File: src/hw/periph_pkg.sv
////////////////////
// Peripheral subsystem package
// Address map, register offsets, widths and interrupt IDs
////////////////////

package periph_pkg;

  // Bus words
  typedef logic [31:0] word_t;
  typedef logic [31:0] addr_t;

  // Region field is addr[15:12]
  typedef logic [3:0] region_t;
  localparam region_t REGION_INTR  = 4'h0;
  localparam region_t REGION_GPIO  = 4'h1;
  localparam region_t REGION_TIMER = 4'h2;

  // Register offset is addr[3:0]
  typedef logic [3:0] offset_t;
  localparam offset_t OFS_0 = 4'h0;
  localparam offset_t OFS_4 = 4'h4;
  localparam offset_t OFS_8 = 4'h8;
  localparam offset_t OFS_C = 4'hC;

  localparam int unsigned GPIO_W = 16;
  typedef logic [GPIO_W-1:0] gpio_t;

  // Interrupt sources, ID 0 never fires
  localparam int unsigned NUM_EXT_INTR = 8;
  localparam int unsigned NUM_SRC      = 32;
  typedef logic [$clog2(NUM_SRC)-1:0] irq_id_t;

  localparam int unsigned ID_EXT_BASE  = 1;
  localparam int unsigned ID_GPIO_BASE = 9;
  localparam int unsigned ID_TIMER0    = 25;
  localparam int unsigned ID_TIMER1    = 26;

  typedef enum logic {IDLE, RESP} xbar_state_e;

endpackage

File: src/hw/reg_bus_if.sv
////////////////////
// Register bus
// Decoder to peripheral, one word access per valid cycle
////////////////////

`timescale 1ns/1ps

interface reg_bus_if
  import periph_pkg::*;
();

  logic    valid;
  logic    write;
  offset_t addr;
  word_t   wdata;
  word_t   rdata;

  modport master (output valid, output write, output addr, output wdata, input rdata);

  modport slave (input valid, input write, input addr, input wdata, output rdata);

endinterface

File: src/hw/periph_xbar.sv
////////////////////
// Register bus decoder
// Grants core requests and steers them to one peripheral
////////////////////

`timescale 1ns/1ps

module periph_xbar
  import periph_pkg::*;
(
  input  logic  clk_i,
  input  logic  reset_i,
  input  logic  obi_req_i,
  input  addr_t obi_addr_i,
  input  logic  obi_we_i,
  input  word_t obi_wdata_i,
  output logic  obi_gnt_o,
  output logic  obi_rvalid_o,
  output word_t obi_rdata_o,
  output logic  obi_err_o,
  reg_bus_if.master intr_bus,
  reg_bus_if.master gpio_bus,
  reg_bus_if.master timer_bus
);

  xbar_state_e state_q;
  region_t     region;
  offset_t     offset;
  logic        mapped;
  word_t       sel_rdata;

  assign region    = obi_addr_i[15:12];
  assign offset    = obi_addr_i[3:0];
  assign obi_gnt_o = obi_req_i && (state_q == IDLE);

  // Only the selected region sees valid
  assign intr_bus.valid  = obi_gnt_o && (region == REGION_INTR);
  assign gpio_bus.valid  = obi_gnt_o && (region == REGION_GPIO);
  assign timer_bus.valid = obi_gnt_o && (region == REGION_TIMER);

  assign intr_bus.write  = obi_we_i;
  assign gpio_bus.write  = obi_we_i;
  assign timer_bus.write = obi_we_i;
  assign intr_bus.addr   = offset;
  assign gpio_bus.addr   = offset;
  assign timer_bus.addr  = offset;
  assign intr_bus.wdata  = obi_wdata_i;
  assign gpio_bus.wdata  = obi_wdata_i;
  assign timer_bus.wdata = obi_wdata_i;

  always_comb begin
    mapped    = 1'b1;
    sel_rdata = '0;
    case (region)
      REGION_INTR:  sel_rdata = intr_bus.rdata;
      REGION_GPIO:  sel_rdata = gpio_bus.rdata;
      REGION_TIMER: sel_rdata = timer_bus.rdata;
      default:      mapped = 1'b0;
    endcase
  end

  always_ff @(posedge clk_i) begin
    if (reset_i) begin
      state_q      <= IDLE;
      obi_rvalid_o <= 1'b0;
      obi_err_o    <= 1'b0;
    end else begin
      state_q      <= obi_gnt_o ? RESP : IDLE;
      obi_rvalid_o <= obi_gnt_o;
      obi_err_o    <= obi_gnt_o && !mapped;
    end
  end

  // Writes and errors read back as zero
  always_ff @(posedge clk_i) begin
    if (obi_gnt_o) begin
      obi_rdata_o <= (mapped && !obi_we_i) ? sel_rdata : '0;
    end
  end

endmodule

File: src/hw/intr_ctrl.sv
////////////////////
// Interrupt controller
// Edge capture, pending, enable, claim and software interrupt
////////////////////

`timescale 1ns/1ps

module intr_ctrl
  import periph_pkg::*;
(
  input  logic                    clk_i,
  input  logic                    reset_i,
  reg_bus_if.slave                bus,
  input  logic [NUM_EXT_INTR-1:0] ext_intr_i,
  input  gpio_t                   gpio_intr_i,
  input  logic [1:0]              timer_intr_i,
  output logic                    irq_o,
  output logic                    msip_o
);

  logic [NUM_SRC-1:0] src;
  logic [NUM_SRC-1:0] src_q;
  logic [NUM_SRC-1:0] src_qq;
  logic [NUM_SRC-1:0] pending_q;
  logic [NUM_SRC-1:0] pending_d;
  logic [NUM_SRC-1:0] enable_q;
  logic [NUM_SRC-1:0] active;
  logic               msip_q;
  logic               claim_rd;
  irq_id_t            claim_id;

  // Source map, unused IDs stay zero
  always_comb begin
    src = '0;
    src[ID_EXT_BASE +: NUM_EXT_INTR] = ext_intr_i;
    src[ID_GPIO_BASE +: GPIO_W]      = gpio_intr_i;
    src[ID_TIMER0]                   = timer_intr_i[0];
    src[ID_TIMER1]                   = timer_intr_i[1];
  end

  assign active = pending_q & enable_q;

  // Lowest active ID wins
  always_comb begin
    claim_id = '0;
    for (int i = NUM_SRC - 1; i > 0; i--) begin
      if (active[i]) begin
        claim_id = irq_id_t'(i);
      end
    end
  end

  assign claim_rd = bus.valid && !bus.write && (bus.addr == OFS_8);

  always_comb begin
    pending_d = pending_q;
    if (claim_rd && (claim_id != '0)) begin
      pending_d[claim_id] = 1'b0;
    end
    // New edges win over a claim in the same cycle
    pending_d = pending_d | (src_q & ~src_qq);
  end

  always_ff @(posedge clk_i) begin
    if (reset_i) begin
      src_q     <= '0;
      src_qq    <= '0;
      pending_q <= '0;
      enable_q  <= '0;
      msip_q    <= 1'b0;
    end else begin
      src_q     <= src;
      src_qq    <= src_q;
      pending_q <= pending_d;
      if (bus.valid && bus.write) begin
        case (bus.addr)
          OFS_4:   enable_q <= bus.wdata;
          OFS_C:   msip_q <= bus.wdata[0];
          default: ;
        endcase
      end
    end
  end

  always_comb begin
    bus.rdata = '0;
    if (bus.valid) begin
      case (bus.addr)
        OFS_0:   bus.rdata = pending_q;
        OFS_4:   bus.rdata = enable_q;
        OFS_8:   bus.rdata = word_t'(claim_id);
        OFS_C:   bus.rdata = word_t'(msip_q);
        default: bus.rdata = '0;
      endcase
    end
  end

  assign irq_o  = |active;
  assign msip_o = msip_q;

endmodule

File: src/hw/gpio_port.sv
////////////////////
// GPIO block
// 16 pins with output, enable and rising-edge interrupts
////////////////////

`timescale 1ns/1ps

module gpio_port
  import periph_pkg::*;
(
  input  logic     clk_i,
  input  logic     reset_i,
  reg_bus_if.slave bus,
  input  gpio_t    gpio_i,
  output gpio_t    gpio_o,
  output gpio_t    gpio_en_o,
  output gpio_t    gpio_intr_o
);

  gpio_t sync1_q;
  gpio_t sync2_q;
  gpio_t prev_q;
  gpio_t out_q;
  gpio_t oe_q;
  gpio_t intr_en_q;

  always_ff @(posedge clk_i) begin
    if (reset_i) begin
      sync1_q     <= '0;
      sync2_q     <= '0;
      prev_q      <= '0;
      out_q       <= '0;
      oe_q        <= '0;
      intr_en_q   <= '0;
      gpio_intr_o <= '0;
    end else begin
      // Two-flop synchronizer, then edge detect
      sync1_q     <= gpio_i;
      sync2_q     <= sync1_q;
      prev_q      <= sync2_q;
      gpio_intr_o <= sync2_q & ~prev_q & intr_en_q;
      if (bus.valid && bus.write) begin
        case (bus.addr)
          OFS_4:   out_q <= bus.wdata[GPIO_W-1:0];
          OFS_8:   oe_q <= bus.wdata[GPIO_W-1:0];
          OFS_C:   intr_en_q <= bus.wdata[GPIO_W-1:0];
          default: ;
        endcase
      end
    end
  end

  always_comb begin
    bus.rdata = '0;
    if (bus.valid) begin
      case (bus.addr)
        OFS_0:   bus.rdata = word_t'(sync2_q);
        OFS_4:   bus.rdata = word_t'(out_q);
        OFS_8:   bus.rdata = word_t'(oe_q);
        OFS_C:   bus.rdata = word_t'(intr_en_q);
        default: bus.rdata = '0;
      endcase
    end
  end

  assign gpio_o    = out_q;
  assign gpio_en_o = oe_q;

endmodule

File: src/hw/mtimer.sv
////////////////////
// Machine timer
// Free-running counter with two compare interrupts
////////////////////

`timescale 1ns/1ps

module mtimer
  import periph_pkg::*;
(
  input  logic       clk_i,
  input  logic       reset_i,
  reg_bus_if.slave   bus,
  output logic [1:0] timer_intr_o
);

  word_t mtime_q;
  word_t cmp_q [2];
  logic  en_q;

  always_ff @(posedge clk_i) begin
    if (reset_i) begin
      mtime_q      <= '0;
      cmp_q[0]     <= '1;
      cmp_q[1]     <= '1;
      en_q         <= 1'b0;
      timer_intr_o <= '0;
    end else begin
      // A write to MTIME overrides the increment
      if (bus.valid && bus.write && (bus.addr == OFS_0)) begin
        mtime_q <= bus.wdata;
      end else if (en_q) begin
        mtime_q <= mtime_q + 32'd1;
      end
      if (bus.valid && bus.write) begin
        case (bus.addr)
          OFS_4:   cmp_q[0] <= bus.wdata;
          OFS_8:   cmp_q[1] <= bus.wdata;
          OFS_C:   en_q <= bus.wdata[0];
          default: ;
        endcase
      end
      for (int i = 0; i < 2; i++) begin
        timer_intr_o[i] <= en_q && (mtime_q >= cmp_q[i]);
      end
    end
  end

  always_comb begin
    bus.rdata = '0;
    if (bus.valid) begin
      case (bus.addr)
        OFS_0:   bus.rdata = mtime_q;
        OFS_4:   bus.rdata = cmp_q[0];
        OFS_8:   bus.rdata = cmp_q[1];
        OFS_C:   bus.rdata = word_t'(en_q);
        default: bus.rdata = '0;
      endcase
    end
  end

endmodule

File: src/hw/peripheral_subsystem.sv
////////////////////
// Peripheral subsystem top
// Bus decoder with interrupt controller, GPIO and timer
////////////////////

`timescale 1ns/1ps

module peripheral_subsystem
  import periph_pkg::*;
(
  input  logic                    clk_i,
  input  logic                    reset_i,
  input  logic                    obi_req_i,
  input  addr_t                   obi_addr_i,
  input  logic                    obi_we_i,
  input  word_t                   obi_wdata_i,
  output logic                    obi_gnt_o,
  output logic                    obi_rvalid_o,
  output word_t                   obi_rdata_o,
  output logic                    obi_err_o,
  input  logic [NUM_EXT_INTR-1:0] ext_intr_i,
  input  gpio_t                   gpio_i,
  output gpio_t                   gpio_o,
  output gpio_t                   gpio_en_o,
  output logic                    irq_o,
  output logic                    msip_o,
  output logic [1:0]              timer_intr_o
);

  gpio_t      gpio_intr;
  logic [1:0] timer_intr;

  reg_bus_if intr_bus ();
  reg_bus_if gpio_bus ();
  reg_bus_if timer_bus ();

  periph_xbar u_xbar (
    .clk_i        (clk_i),
    .reset_i      (reset_i),
    .obi_req_i    (obi_req_i),
    .obi_addr_i   (obi_addr_i),
    .obi_we_i     (obi_we_i),
    .obi_wdata_i  (obi_wdata_i),
    .obi_gnt_o    (obi_gnt_o),
    .obi_rvalid_o (obi_rvalid_o),
    .obi_rdata_o  (obi_rdata_o),
    .obi_err_o    (obi_err_o),
    .intr_bus     (intr_bus),
    .gpio_bus     (gpio_bus),
    .timer_bus    (timer_bus)
  );

  intr_ctrl u_intr_ctrl (
    .clk_i        (clk_i),
    .reset_i      (reset_i),
    .bus          (intr_bus),
    .ext_intr_i   (ext_intr_i),
    .gpio_intr_i  (gpio_intr),
    .timer_intr_i (timer_intr),
    .irq_o        (irq_o),
    .msip_o       (msip_o)
  );

  gpio_port u_gpio (
    .clk_i       (clk_i),
    .reset_i     (reset_i),
    .bus         (gpio_bus),
    .gpio_i      (gpio_i),
    .gpio_o      (gpio_o),
    .gpio_en_o   (gpio_en_o),
    .gpio_intr_o (gpio_intr)
  );

  mtimer u_timer (
    .clk_i        (clk_i),
    .reset_i      (reset_i),
    .bus          (timer_bus),
    .timer_intr_o (timer_intr)
  );

  // Timer interrupts also leave the subsystem directly
  assign timer_intr_o = timer_intr;

endmodule

File: config.mk
export PLATFORM = sky130hd
export DESIGN_NAME = peripheral_subsystem
export DESIGN_NICKNAME = d
export VERILOG_FILES = /design/src/hw/periph_pkg.sv /design/src/hw/reg_bus_if.sv /design/src/hw/periph_xbar.sv /design/src/hw/intr_ctrl.sv /design/src/hw/gpio_port.sv /design/src/hw/mtimer.sv /design/src/hw/peripheral_subsystem.sv
export SDC_FILE = /design/constraint.sdc
export NUM_CORES = 1
export LEC_CHECK = 0
export ABC_CLOCK_PERIOD_IN_PS = 4000
export BUFFER_PORTS_ARGS = -buffer_cell sky130_fd_sc_hd__buf_2
export CAP_MARGIN = 20
export CORE_ASPECT_RATIO = 1.25
export CORE_MARGIN = 1
export CORE_UTILIZATION = 53
export DETAILED_ROUTE_END_ITERATION = 6
export PLACE_DENSITY = 0.76
export REMOVE_ABC_BUFFERS = 1
export SETUP_SLACK_MARGIN = 0.15
export SLEW_MARGIN = 25
export SYNTH_ARGS = -nofsm -noshare
export SYNTH_HDL_FRONTEND = slang
export SYNTH_SLANG_ARGS = --single-unit
File: constraint.sdc
create_clock -name clk_i -period 4 [get_ports clk_i]
set_input_delay 0.4 -clock clk_i [delete_from_list [all_inputs] [get_ports clk_i]]
set_output_delay 0.4 -clock clk_i [all_outputs]
set_load 0.03 [all_outputs]
## Word level (Yosys, flattened, before mapping)

Memory sizes are Yosys's and may differ from the RTL's.
Cells that the tools add are included.

- Register bits: 311
- Bits in writable memories: 64
- Input bits: 92
- Output and inout port bits: 71
- Word-level logic and storage cells: 130
- Memories: 1

Memories:

| memory | depth | bits a word | rd ports | clocked after memory_dff | write ports | RTL line | text |
|---|---|---|---|---|---|---|---|
| u_timer.cmp_q | 2 | 32 | 2 | 0 | 2 | mtimer.sv:18 | `word_t cmp_q [2];` |

- Add/sub/neg operators: 1
- Magnitude comparators: 4
- Equality and inequality tests: 5
- Mux-type cells: 57
- Bitwise operators: 12
- Reduce and logical (&&, ||, !) cells: 30

Operator list:

| cell | count |
|---|---|
| 2-to-1 mux 32 bit | 8 |
| case mux 32 bit (4 select lines) | 2 |
| 2-to-1 mux 5 bit | 31 |
| bitwise AND 32 bit | 3 |
| case mux 32 bit (3 select lines) | 1 |
| >= comparator 32 bit | 2 |
| inverter 32 bit | 2 |
| case mux 16 bit (4 select lines) | 1 |
| adder 32 x 1 -> 32 bit, second input constant | 1 |
| bitwise AND 16 bit | 2 |
| bitwise OR 32 bit | 1 |
| OR reduction 32 bit | 1 |
| logical AND 1 bit | 16 |
| inverter 16 bit | 1 |
| 2-to-1 mux 1 bit | 13 |
| AND reduction 2 bit | 6 |
| == test 4 bit, second input constant | 2 |
| zero test 4 bit | 2 |
| less-than comparator 5 x 6 -> 1 bit, second input constant | 1 |
| demux 1 bit (select 5 bit) | 1 |
| >= comparator 5 x 1 -> 1 bit, second input constant | 1 |
| nonzero test 5 bit | 1 |
| == test 4 x 1 -> 1 bit, second input constant | 1 |
| == test 4 x 2 -> 1 bit, second input constant | 1 |
| 6 further kinds | 8 |

## Longest topological paths before layout

- Word-level depth: 40
- Depth in mapped cells: 10
- Gate-level depth less buffers: 9

## By module

Synthesis repeated with hierarchy kept, for this count alone.

- Cell total of the unflattened synthesis: 1853
- Area, all modules: 17973.5 um^2

By module, submodules not included:

| module | times used | cells an instance | area each (um^2) | sequential area each (um^2) |
|---|---|---|---|---|
| mtimer | 1 | 626 | 6072.1 | 2622.5 |
| intr_ctrl | 1 | 582 | 4957.3 | 2342.2 |
| gpio_port | 1 | 403 | 4403.0 | 2242.2 |
| periph_xbar | 1 | 242 | 2541.2 | 1001.0 |

## Worst setup path after synthesis

No wires, ideal clock.

- Path kind: flip-flop to flip-flop
- Start point: register u_xbar.state_q
- End point: memory u_timer.cmp_q[0][0] (netlist name), enable pin
- Library setup time: 0.466 ns
- Arrival: 3.726 ns
- Data required time: 3.534 ns
- Setup slack: -0.192 ns
- Stages on the path, launching flop included: 6
- Path buffers: 0
- Period minus slack after synthesis: 4.192 ns
- Path through: dfxtp_1 or4b_4 nor2_1 and2_0 nand2_1 o21ai_0

RTL lines:

| element | RTL line | text |
|---|---|---|
| from (decl) | periph_xbar.sv:26 | `xbar_state_e state_q;` |
| from (signal assigned) | periph_xbar.sv:68 | `state_q <= obi_gnt_o ? RESP : IDLE;` |
| to (decl) | mtimer.sv:18 |  |

## Worst setup path after layout

- Start point: register u_timer.mtime_q[10]
- End point: register u_timer.mtime_q[31]

- Word-level cells in the longest chain between the ends: 3

RTL lines:

| element | RTL line | text |
|---|---|---|
| from (decl) | mtimer.sv:17 | `word_t mtime_q;` |
| from (signal assigned) | mtimer.sv:31 | `mtime_q <= bus.wdata;` |
| from (signal assigned) | mtimer.sv:33 | `mtime_q <= mtime_q + 32'd1;` |
| adder 32 x 1 -> 32 bit | mtimer.sv:33 |  |
| 2-to-1 mux 32 bit | mtimer.sv:32 | `end else if (en_q) begin` |
| 2-to-1 mux 32 bit | mtimer.sv:30 | `if (bus.valid && bus.write && (bus.addr == OFS_0)) begin` |

Every way passes these cells. The select of a mux whose other input is x is not followed.
A chain may end at the register's enable or synchronous reset.

==> metrics.txt <==
status=finished clean; CORE AREA=30200 um^2; vias in the first global route=about 13000; FMAX=343 MHz; Slew HR=0.308; Post-synth EDFFs=96; Required @ worst endpoint=4.42 ns; Final Routed Wirelength=about 45000 um; Mapped Cells=around 1700; GRT Overall Usage=0.287; Yosys top cell area share=0.327; layout net count=1928; Setup Fix Bufs, Post-CTS=0; initial core utilization=0.539; Tcrit/Tclk final=0.728; Mapped Area=16300 um^2; initial DRC count=a little under 900; initial antenna violation count=0; post-DP HPWL=between 30000 and 40000 um; CTS Hold Bufs=0; P&R area growth vs syn=15.2%; Slew @ Worst Pin=1.03 ns; first-pass GRT wire length=70100 um; I/O Buffers=138; unrepaired setup endpoints after global routing=no; share of cells above drive strength 1=0.162; Vias/cell=5.87; routed wire length per instance=20.4 um; Remaining Overflow, GRT=0; syn avg cell area=~10 um^2; clock root cell=clkbuf_16; Worst-Skew Late Latency=0.54 ns; Rows=71; clk buf depth=3; Worst setup EP type=flip-flop; total power=approximately 8 mW; Slew Viols, Final=0; critical path launch point type=flip-flop; top cells by area, synth=dfxtp_1, edfxtp_1, ha_1; I/O pin count=163; Worst Path Max Fanout=8; Hold Slack=0.0739 ns; die area=~31000 um^2; # diodes=0; vias=12900; CTS-repair resized insts=0; Hold Path Class=primary input to flip-flop; Tmin final=slightly below 3 ns; Die H=198 um; H-tree depth=2; CTS tree=yes; Max Cap Violations=0; die width=between 150 and 200 um; power density over the cells=428 nW/um^2; Final GP Congestion=0.927; Leak Pwr=7.86 nW; FF+latch count, synth=362; remaining antenna violation count=0; DRC violations left=0; Seq/Total Area, Yosys=0.504; Post-synth ARST share=0; largest net degree at the start of global routing=187; worst clock skew=0.0273 ns; synth warn=0; Synth Flop Type=dfxtp_1; Synth area leader=dfxtp_1; Num CTS Buffers=38; Sink Count=362; Synth cell types=67; WS Path Type=flip-flop to flip-flop; Final Hold Viols=0; TritonRoute pass-1 iters=5; Arr. time, crit path=3.33 ns; VDD IR-drop max=353 uV; Final setup viols=0; clock slew at reported path FFs=0.07 ns
[metrics by stage]
| stage | worst slack (ns) | area, um^2 | setup TNS (ns) | cells | utilization |
|---|---|---|---|---|---|
| after global routing | 0.943 | 18800 | 0 | 2202 | 0.621 |
| after CTS | 1.20 | 18800 | 0 | 2202 | 0.621 |
| after global placement | 1.09 | 17400 | 0 | 2132 | 0.576 |
| after floorplan | -0.452 | 16000 | -26.08 | 1569 | - |
| final | 1.09 | 18800 | 0 | 2202 | 0.621 |
| after detailed placement | 1.08 | 17400 | 0 | 2132 | 0.576 |
[per-layer routing]
layer / wire (um) / up-vias / track usage
met3: 2750 / 131 / 0.0396
met2: 21900 / 505 / 0.504
li1: - / 6105 / -
met1: 17900 / 6181 / 0.339
met4: 2360 / 0 / 0.159
met5: 0 / - / 0
[sequential cells by signal, indices dropped and copies added, names as in the netlist, 26 cells and up]
name	flops
u_timer.cmp_q	64
u_intr_ctrl.enable_q	32
u_intr_ctrl.pending_q	32
u_timer.mtime_q	32
u_xbar.obi_rdata_o	32
u_intr_ctrl.src_q	26
u_intr_ctrl.src_qq	26
[critical path, cell delays in order (launching register included)]
cell      delay [ns]
dfxtp_1         0.50
and4_1          0.33
nand4_1         0.12
nor4_1          0.79
and3_1          0.47
nand4_1         0.15
xor2_1          0.16
a211oi_1        0.26
[worst paths after layout]
kind                               startpoint                          endpoint  slack (ns)  depth (start not counted)
max          u_timer.mtime_q[10]$_SDFFE_PP0P_  u_timer.mtime_q[31]$_SDFFE_PP0P_        1.09                          7
min                                gpio_i[11]     u_gpio.sync1_q[11]$_SDFF_PP0_        0.07                          2
max reg2reg  u_timer.mtime_q[10]$_SDFFE_PP0P_  u_timer.mtime_q[31]$_SDFFE_PP0P_        1.09                          7
min reg2reg     u_gpio.sync1_q[13]$_SDFF_PP0_     u_gpio.sync2_q[13]$_SDFF_PP0_        0.44                          1
[power breakdown]
group          total [mW]  leakage, nW  internal (mW)  switching (mW)
logic               0.370         4.22          0.116           0.254
clock network        3.82        0.679           2.33            1.50
registers            3.84         2.96           3.81          0.0275
[layout make-up]
cell class                      instances  area, um^2
Multi-Input combinational cell       1125        7470
Fill cell                            2519       11400
Sequential cell                       362        8210
Clock buffer                           49        1090
Tap cell                              401         502
Clock inverter                         21         293
Inverter                               82         308
Timing Repair Buffer                  162         905
[kinds of logic after synthesis]
group	Yosys count	share of synthesized area
simple gates	587	0.183
flops	362	0.504
compound gates	355	0.141
buf+inv	169	0.0390
mux	87	0.0658
fa+ha+maj	65	0.0499
xor+xnor	31	0.0167
[cells in the final DEF (no fill, tap or decap), drive strengths merged, types with 9 or more instances in the layout]
master | netlist | layout
a211oi | 41 | 41
or2 | 34 | 34
a22o | 12 | 12
clkinv | 0 | 15
edfxtp | 96 | 96
mux4 | 16 | 16
nor2 | 130 | 130
dfxtp | 266 | 266
nand2b | 24 | 24
mux2i | 70 | 70
inv | 82 | 82
xor2 | 22 | 22
and3b | 16 | 16
nand2 | 169 | 169
a21oi | 122 | 122
buf | 7 | 162
o21ai | 42 | 42
and3 | 13 | 13
nor2b | 116 | 116
a22oi | 40 | 40
a21o | 9 | 9
ha | 65 | 65
and2 | 10 | 10
nand3 | 24 | 24
clkbuf | 80 | 49
xnor2 | 9 | 9
nor3 | 13 | 13
nand4 | 19 | 19
o22ai | 32 | 32
[Yosys cell counts (all sizes together) (32+ instances only)]
master,count
nor2b,116
mux2i,70
o21ai,42
a211oi,41
inv,82
a21oi,122
nand2,169
or2,34
o22ai,32
ha,65
clkbuf,80
edfxtp,96
dfxtp,266
nor2,130
a22oi,40
No activity file was read; power rests on OpenSTA's default activity.
